## src/rtl/cpu_consts.svh

```systemverilog
`ifndef CPU_CONSTS_SVH
`define CPU_CONSTS_SVH

// datapath width, also the pc width
`define XLEN 32

// register file depth
`define NREGS 16

// 4-bit fields within the low instruction word
`define TYPE_LSB 28
`define OP_LSB 24
`define RA_LSB 20
`define RB_LSB 16
`define RC_LSB 12

`endif
```

## src/rtl/cpu_pkg.sv

```systemverilog
`default_nettype none

package cpu_pkg;

  typedef enum logic [3:0] {
    T_NOP    = 4'h0,  // bubble
    T_ALU    = 4'h1,
    T_CMP    = 4'h2,
    T_LDI    = 4'h3,
    T_BRANCH = 4'h4,
    T_JUMP   = 4'h5
  } ir_type_e;

  typedef enum logic [3:0] {
    ALU_ADD = 4'h0,
    ALU_SUB = 4'h1,
    ALU_AND = 4'h2,
    ALU_OR  = 4'h3,
    ALU_XOR = 4'h4,
    ALU_SHL = 4'h5,
    ALU_SHR = 4'h6   // logical
  } alu_op_e;

  typedef enum logic [3:0] {
    BR_BRA  = 4'h0,
    BR_BEQ  = 4'h1,
    BR_BNE  = 4'h2,
    BR_BGTU = 4'h3,
    BR_BGT  = 4'h4,
    BR_BGE  = 4'h5,
    BR_BLE  = 4'h6,
    BR_BLT  = 4'h7,
    BR_BGEU = 4'h8,
    BR_BLTU = 4'h9,
    BR_BLEU = 4'ha
  } br_op_e;

  typedef struct packed {
    logic ltu;  // unsigned less
    logic lt;   // signed less
    logic eq;
  } ccr_t;

endpackage

`default_nettype wire

```

## src/rtl/exec_if.sv

```systemverilog
`default_nettype none
`include "cpu_consts.svh"

interface exec_if;
  import cpu_pkg::*;

  logic [31:0]      ir;         // low instruction word
  logic [`XLEN-1:0] pc;
  ccr_t             ccr;        // codes in effect for this instr
  logic             reg_write;
  logic [`XLEN-1:0] result;     // alu value or target

  modport src (
    output ir,
    output pc,
    output ccr,
    output reg_write,
    output result
  );

  modport dst (
    input ir,
    input pc,
    input ccr,
    input reg_write,
    input result
  );

endinterface

`default_nettype wire

```

## src/rtl/cpu_backend.sv

```systemverilog
`default_nettype none
`include "cpu_consts.svh"

module cpu_backend (
  input  wire               clk_i,
  input  wire               rst_i,
  input  wire               instr_valid_i,
  input  wire [63:0]        ir_i,
  input  wire [`XLEN-1:0]   pc_i,
  input  wire               stall_i,
  output logic              pc_set_o,
  output logic [`XLEN-1:0]  pc_o,
  output logic              wb_we_o,
  output logic [3:0]        wb_addr_o,
  output logic [`XLEN-1:0]  wb_data_o
);

  logic [3:0]       rb_addr;
  logic [3:0]       rc_addr;
  logic [`XLEN-1:0] rb_data;
  logic [`XLEN-1:0] rc_data;

  exec_if ex_bus ();

  reg_file u_reg_file (
    .clk_i     (clk_i),
    .rst_i     (rst_i),
    .ra_addr_i (rb_addr),
    .rb_addr_i (rc_addr),
    .ra_data_o (rb_data),
    .rb_data_o (rc_data),
    .we_i      (wb_we_o),    // write-back drives the write port
    .wr_addr_i (wb_addr_o),
    .wr_data_i (wb_data_o)
  );

  alu_exec u_alu_exec (
    .clk_i         (clk_i),
    .rst_i         (rst_i),
    .instr_valid_i (instr_valid_i),
    .ir_i          (ir_i),
    .pc_i          (pc_i),
    .stall_i       (stall_i),
    .rb_addr_o     (rb_addr),
    .rc_addr_o     (rc_addr),
    .rb_data_i     (rb_data),
    .rc_data_i     (rc_data),
    .ex            (ex_bus.src)
  );

  writeback u_writeback (
    .clk_i            (clk_i),
    .rst_i            (rst_i),
    .stall_i          (stall_i),
    .ex               (ex_bus.dst),
    .pc_set_o         (pc_set_o),
    .pc_o             (pc_o),
    .result_o         (wb_data_o),
    .reg_write_o      (wb_we_o),
    .reg_write_addr_o (wb_addr_o)
  );

endmodule

`default_nettype wire

```

## src/rtl/writeback.sv

```systemverilog
`default_nettype none
`include "cpu_consts.svh"

module writeback (
  input  wire               clk_i,
  input  wire               rst_i,
  input  wire               stall_i,
  exec_if.dst               ex,
  output logic              pc_set_o,
  output logic [`XLEN-1:0]  pc_o,
  output logic [`XLEN-1:0]  result_o,
  output logic              reg_write_o,
  output logic [3:0]        reg_write_addr_o
);
  import cpu_pkg::*;

  ir_type_e         ir_type;
  br_op_e           br_op;
  logic             br_cond;
  logic             taken;
  logic [`XLEN-1:0] pc_q;

  assign ir_type = ir_type_e'(ex.ir[`TYPE_LSB +: 4]);
  assign br_op   = br_op_e'(ex.ir[`OP_LSB +: 4]);

  always_comb
  begin
    case (br_op)
      BR_BRA:  br_cond = 1'b1;
      BR_BEQ:  br_cond = ex.ccr.eq;
      BR_BNE:  br_cond = !ex.ccr.eq;
      BR_BGTU: br_cond = !(ex.ccr.ltu || ex.ccr.eq);
      BR_BGT:  br_cond = !(ex.ccr.lt || ex.ccr.eq);
      BR_BGE:  br_cond = !ex.ccr.lt;
      BR_BLE:  br_cond = ex.ccr.lt || ex.ccr.eq;
      BR_BLT:  br_cond = ex.ccr.lt;
      BR_BGEU: br_cond = !ex.ccr.ltu;
      BR_BLTU: br_cond = ex.ccr.ltu;
      BR_BLEU: br_cond = ex.ccr.ltu || ex.ccr.eq;
      default: br_cond = 1'b0;  // reserved opcodes fall through
    endcase
  end

  assign taken = (ir_type == T_JUMP) || ((ir_type == T_BRANCH) && br_cond);

  // next pc goes out the same cycle
  always_comb
  begin
    pc_set_o = 1'b0;
    pc_o     = ex.pc;
    if (stall_i)
    begin
      pc_o = pc_q;
    end
    else if (taken)
    begin
      pc_set_o = 1'b1;
      pc_o     = ex.result;
    end
  end

  always_ff @(posedge clk_i or posedge rst_i)
  begin
    if (rst_i)
    begin
      pc_q        <= '0;
      reg_write_o <= 1'b0;
    end
    else
    begin
      pc_q        <= pc_o;
      reg_write_o <= ex.reg_write && !stall_i;  // held instr writes once
    end
  end

  always_ff @(posedge clk_i)
  begin
    if (!stall_i)
    begin
      result_o         <= ex.result;
      reg_write_addr_o <= ex.ir[`RA_LSB +: 4];
    end
  end

endmodule

`default_nettype wire

```

## src/rtl/alu_exec.sv

```systemverilog
`default_nettype none
`include "cpu_consts.svh"

module alu_exec (
  input  wire               clk_i,
  input  wire               rst_i,
  input  wire               instr_valid_i,
  input  wire [63:0]        ir_i,
  input  wire [`XLEN-1:0]   pc_i,
  input  wire               stall_i,
  output logic [3:0]        rb_addr_o,
  output logic [3:0]        rc_addr_o,
  input  wire [`XLEN-1:0]   rb_data_i,
  input  wire [`XLEN-1:0]   rc_data_i,
  exec_if.src               ex
);
  import cpu_pkg::*;

  localparam logic [31:0] NOP_IR = 32'(T_NOP) << `TYPE_LSB;

  logic             accept;
  ir_type_e         ir_type;
  alu_op_e          alu_op;
  logic [`XLEN-1:0] imm;
  logic [3:0]       ex_ra;
  logic             fwd_b;
  logic             fwd_c;
  logic [`XLEN-1:0] opnd_b;
  logic [`XLEN-1:0] opnd_c;
  logic [`XLEN-1:0] alu_out;
  logic [`XLEN-1:0] result_next;
  ccr_t             ccr_next;

  assign accept  = instr_valid_i && !stall_i;
  assign ir_type = ir_type_e'(ir_i[`TYPE_LSB +: 4]);
  assign alu_op  = alu_op_e'(ir_i[`OP_LSB +: 4]);
  assign imm     = ir_i[63:32];

  assign rb_addr_o = ir_i[`RB_LSB +: 4];
  assign rc_addr_o = ir_i[`RC_LSB +: 4];

  // pending result not yet in the register file
  assign ex_ra  = ex.ir[`RA_LSB +: 4];
  assign fwd_b  = ex.reg_write && (ex_ra == rb_addr_o);
  assign fwd_c  = ex.reg_write && (ex_ra == rc_addr_o);
  assign opnd_b = fwd_b ? ex.result : rb_data_i;
  assign opnd_c = fwd_c ? ex.result : rc_data_i;

  always_comb
  begin
    case (alu_op)
      ALU_ADD: alu_out = opnd_b + opnd_c;
      ALU_SUB: alu_out = opnd_b - opnd_c;
      ALU_AND: alu_out = opnd_b & opnd_c;
      ALU_OR:  alu_out = opnd_b | opnd_c;
      ALU_XOR: alu_out = opnd_b ^ opnd_c;
      ALU_SHL: alu_out = opnd_b << opnd_c[4:0];
      ALU_SHR: alu_out = opnd_b >> opnd_c[4:0];
      default: alu_out = '0;
    endcase
  end

  always_comb
  begin
    case (ir_type)
      T_ALU:    result_next = alu_out;
      T_LDI:    result_next = imm;
      T_BRANCH: result_next = pc_i + imm;  // relative target
      T_JUMP:   result_next = imm;
      default:  result_next = '0;
    endcase
  end

  assign ccr_next.eq  = (opnd_b == opnd_c);
  assign ccr_next.lt  = ($signed(opnd_b) < $signed(opnd_c));
  assign ccr_next.ltu = (opnd_b < opnd_c);

  always_ff @(posedge clk_i or posedge rst_i)
  begin
    if (rst_i)
    begin
      ex.ir        <= NOP_IR;
      ex.reg_write <= 1'b0;
      ex.ccr       <= '0;
    end
    else if (accept)
    begin
      ex.ir        <= ir_i[31:0];
      ex.reg_write <= (ir_type == T_ALU) || (ir_type == T_LDI);
      if (ir_type == T_CMP)
        ex.ccr <= ccr_next;
    end
    else if (!stall_i)
    begin
      ex.ir        <= NOP_IR;  // bubble, codes kept
      ex.reg_write <= 1'b0;
    end
  end

  always_ff @(posedge clk_i)
  begin
    if (accept)
    begin
      ex.pc     <= pc_i;
      ex.result <= result_next;
    end
  end

  a_known_type: assert property (
    @(posedge clk_i) disable iff (rst_i)
    accept |-> (ir_i[`TYPE_LSB +: 4] inside {T_NOP, T_ALU, T_CMP, T_LDI, T_BRANCH, T_JUMP})
  );

endmodule

`default_nettype wire

```

## src/rtl/reg_file.sv

```systemverilog
`default_nettype none
`include "cpu_consts.svh"

module reg_file (
  input  wire               clk_i,
  input  wire               rst_i,
  input  wire [3:0]         ra_addr_i,
  input  wire [3:0]         rb_addr_i,
  output logic [`XLEN-1:0]  ra_data_o,
  output logic [`XLEN-1:0]  rb_data_o,
  input  wire               we_i,
  input  wire [3:0]         wr_addr_i,
  input  wire [`XLEN-1:0]   wr_data_i
);

  logic [`XLEN-1:0] regs [`NREGS];
  logic             hit_a;
  logic             hit_b;

  always_ff @(posedge clk_i or posedge rst_i)
  begin
    if (rst_i)
    begin
      for (int i = 0; i < `NREGS; i++)
        regs[i] <= '0;
    end
    else if (we_i)
    begin
      regs[wr_addr_i] <= wr_data_i;
    end
  end

  // same-cycle write wins over stored value
  assign hit_a = we_i && (wr_addr_i == ra_addr_i);
  assign hit_b = we_i && (wr_addr_i == rb_addr_i);

  assign ra_data_o = hit_a ? wr_data_i : regs[ra_addr_i];
  assign rb_data_o = hit_b ? wr_data_i : regs[rb_addr_i];

  // bypass would leak X straight into execute
  a_wr_data_known: assert property (
    @(posedge clk_i) disable iff (rst_i)
    we_i |-> !$isunknown(wr_data_i)
  );

endmodule

`default_nettype wire

```

## config.mk

```make
export PLATFORM = sky130hd
export DESIGN_NAME = cpu_backend
export DESIGN_NICKNAME = d
export VERILOG_FILES = /design/src/rtl/cpu_pkg.sv /design/src/rtl/exec_if.sv /design/src/rtl/cpu_backend.sv /design/src/rtl/writeback.sv /design/src/rtl/alu_exec.sv /design/src/rtl/reg_file.sv
export VERILOG_INCLUDE_DIRS = /design/src /design/src/rtl
export SDC_FILE = /design/constraint.sdc
export NUM_CORES = 2
export LEC_CHECK = 0
export BUFFER_PORTS_ARGS = -buffer_cell sky130_fd_sc_hd__buf_4
export CORE_UTILIZATION = 37
export CTS_CLUSTER_SIZE = 30
export DETAILED_ROUTE_END_ITERATION = 12
export GPL_ROUTABILITY_DRIVEN = 0
export PLACE_DENSITY = 0.51
export SLEW_MARGIN = 30
export SYNTH_ARGS = -nofsm -noshare
export SYNTH_HDL_FRONTEND = slang
export SYNTH_SLANG_ARGS = --single-unit
export TNS_END_PERCENT = 50
```

## constraint.sdc

```tcl
create_clock -name clk_i -period 47.2 [get_ports clk_i]
set_clock_uncertainty 0.05 [all_clocks]
set_input_delay 11.8 -clock clk_i [delete_from_list [all_inputs] [get_ports clk_i]]
set_output_delay 11.8 -clock clk_i [all_outputs]
set_load 0.02 [all_outputs]
```

==> metrics.md <==
| Metric | Value |
|---|---|
| P_leak | 21.78 nW |
| Power share of the combinational group | 20.7% |
| Setup TNS | 0 ps |
| Placeable Area | 0.1148 mm2 |
| Clk slew on worst S/H paths | 60 ps |
| Commonest cells after routing, fill and taps aside | dfrtp_1 (561), mux2_2 (548), mux4_2 (283), buf_4 (250), mux2i_1 (219) |
| RSZ-0062 raised after global routing | no |
| Yosys reg bits | 661 |
| DR iter-0 viols | 3107 |
| Final Cell Area | 0.04859 mm2 |
| Bufs on Longest Clock Path | 3 |
| Latest clock arrival within the worst-skew pair | 700 ps |
| Switching Share | 30.71% |
| Post-route DRC violation count | 0 |
| Die Ht | 343.1 um |
| First-pass GRT wire length | 235.3 mm |
| Post-synth EDFFs | 100 |
| Worst path required time | 35350 ps |
| Mean Syn Cell Area | 12.10 um2 |
| Area Overhead vs Synth | 12.84% |
| Seq/Total Area, Yosys | 39.58% |
| Placed inst area | 0.04576 mm2 |
| Final ANT Viol Nets | 0 |
| Leading cell type in the layout, fill and taps excluded | dfrtp_1 |
| Synth Cell Area | 0.04306 mm2 |
| HPWL after detailed placement | 108.9 mm |
| Filler cell count | 10.84k |
| Initial core utilization | 37.51% |
| CTS tree | built |
| Worst VDD drop | 0.00002514 V |
| Arrival @ worst endpoint | 13310 ps |
| Clock power share | 39.7% |
| Finished Core Util | 42.32% |
| Initial antenna violation count | 4 |
| Crit Path Max Fanout | 64 |
| Die width | 343.1 um |
| CTS Hold Bufs | 0 |
| Setup bufs post-CTS | 0 |
| Grt ovf | 0 |
| GRT Overall Usage | 27.37% |
| Crit Path Class | input port to primary output |
| CP Capture Type | primary output |
| Final Hold Fails | 0 |
| Mapped Cells | 3559 |
| Die area | 0.1177 mm2 |
| Critical Path Start Type | input port |
| Min-Delay Path Depth | 2 |
| Status | finished clean |
| DR WL/cell | 31.11 um |
| Number of placement rows | 124 |
| PortBufs | 157 |
| Register-to-Register Path Depth | 23 |
| WL final | 161.2 mm |
| H-tree depth | 3 |
| Multi-input gate area | 0.02446 mm2 |
| Vias after detailed routing | 32.39k |
| Fmax | 39.75 MHz |
| Sw Pwr | 502.5 uW |
| DRT Pass-1 Iters | 6 |
| CTS sink count | 661 |
| Clk root buf | clkbuf_16 |
| Final setup violation count | 0 |
| Ys Warns | 0 |
| Worst-margin pin slew | 1144 ps |
| Pin count of the biggest net entering global routing | 153 |
| Cell variety after synth | 82 |
| Top_reg_cell synth | dfrtp_1 |
| Seq pwr share | 39.6% |
| Power Density | 33.68 mW/mm2 |
| Pint | 1.134 mW |
| Syn nets | 3790 |
| Vias per inst | 6.252 |
| CTS Buf Count | 82 |
| Ports | 170 |
| PostCTS Resize Cnt | 0 |
| Fraction of layout cells with a size suffix above 1 | 34.90% |
| Final Critical Period | 25160 ps |
| Vias in the first global route | 32.62k |
| Synth async-reset ratio | 84.87% |
| Max-Cap Viols | 0 |
| Hold Crit Class | register to register |
| Fin crit share | 53.30% |
| FF/Latch Area | 0.01704 mm2 |
| Final-stage net count | 3834 |
| Slew Limit Headroom | 22.69% |
| Max-slew violation count | 0 |
-- power by group through the flow --
stage          Combinational [mW]  Sequential [mW]  Clock (mW)
2_1_floorplan               0.226            0.650           0
3_3_place_gp                0.331            0.656           0
3_5_place_dp                0.333            0.657           0
4_1_cts                     0.334            0.647       0.664
5_1_grt                     0.361            0.653       0.689
6_report                    0.339            0.648       0.649
-- critical path: stages --
cell     delay, ps
buf_4          270
buf_4          580
o21ai_0        280
buf_4          220
-- synth_stat cells, types with 23 or more instances --
cell type	n	area (um2)
a221o_1	35	350.3
nor3_1	35	175.2
nor4_1	44	275.3
dfrtp_1	561	14040
mux2_2	548	6171
buf_2	57	285.3
mux4_2	283	6374
xnor2_1	57	499.2
a21oi_1	132	660.6
nand2_1	163	611.8
mux2i_1	219	2192
buf_1	42	157.7
edfxtp_1	100	3003
ha_1	128	1602
nand2b_1	27	168.9
o21ai_0	126	630.6
o22ai_1	81	506.7
inv_1	107	401.6
a221oi_1	25	219.0
nor2_1	152	570.6
clkbuf_1	180	675.7
a22oi_1	27	202.7
nor2b_1	23	143.9
a211oi_1	34	255.2
nand3_1	35	175.2
-- layout make-up --
class,instances,area share (%)
antenna,1,0.005150
clock buffer,111,4.820
clock inverter,38,0.8806
inverter,109,0.8626
multi-input combinational,2490,50.35
sequential,661,35.07
tap,1512,3.893
timing repair buffer,259,4.120
-- layer usage --
| layer | vias to the layer above | wire, um | GRT usage [%] |
|---|---|---|---|
| met5 | - | 13 | 0 |
| met2 | 1244 | 74130 | 42.68 |
| met3 | 332 | 10850 | 5.192 |
| met4 | 2 | 7313 | 11.74 |
| met1 | 17019 | 68890 | 37.16 |
| li1 | 13796 | - | - |
-- through the flow --
stage / power, mW / setup slack [ps] / cells / hold WS (ps)
3_3_place_gp: 0.9875 / 22030 / 5030 / 415.0
6_report: 1.636 / 22040 / 5181 / 438.2
2_1_floorplan: 0.8757 / 19660 / 3559 / 395.6
5_1_grt: 1.703 / 21920 / 5180 / 474.6
4_1_cts: 1.646 / 22030 / 5179 / 440.0
3_5_place_dp: 0.9903 / 22050 / 5030 / 423.5
-- sequential cells by signal (all words and copies together), names as in the netlist --
| name | cells |
|---|---|
| u_reg_file.regs | 512 |
| u_alu_exec.ex.ir | 12 |
| u_writeback.reg_write_o | 1 |
| u_writeback.result_o | 32 |
| u_alu_exec.ex.reg_write | 1 |
| u_alu_exec.ex.pc | 32 |
| u_alu_exec.ex.result | 32 |
| u_alu_exec.ex.ccr | 3 |
| u_writeback.pc_q | 32 |
| u_writeback.reg_write_addr_o | 4 |
-- cells by family after synthesis --
kind of cell    Yosys count  synth area share (%)
mux                    1052                 34.28
flops                   661                 39.58
compound gates          684                 10.66
simple gates            548                 6.021
xor+xnor                 75                 1.525
buf+inv                 408                 4.074
fa+ha+maj               131                 3.859
-- worst paths after layout --
path / from / endpoint / slack, ps
max: stall_i / pc_o[23] / 22040
min: u_alu_exec.ex.ir[29] / u_alu_exec.ex.ir[29] / 440
max reg2reg: u_writeback.reg_write_addr_o[1] / u_alu_exec.ex.result[28] / 39350
min reg2reg: u_alu_exec.ex.ir[29] / u_alu_exec.ex.ir[29] / 440
max in group asynchronous: rst_i / u_writeback.pc_q[16] / 33360
min in group asynchronous: rst_i / u_reg_file.regs[195] / 11160
(Power assumes the default switching activity.)
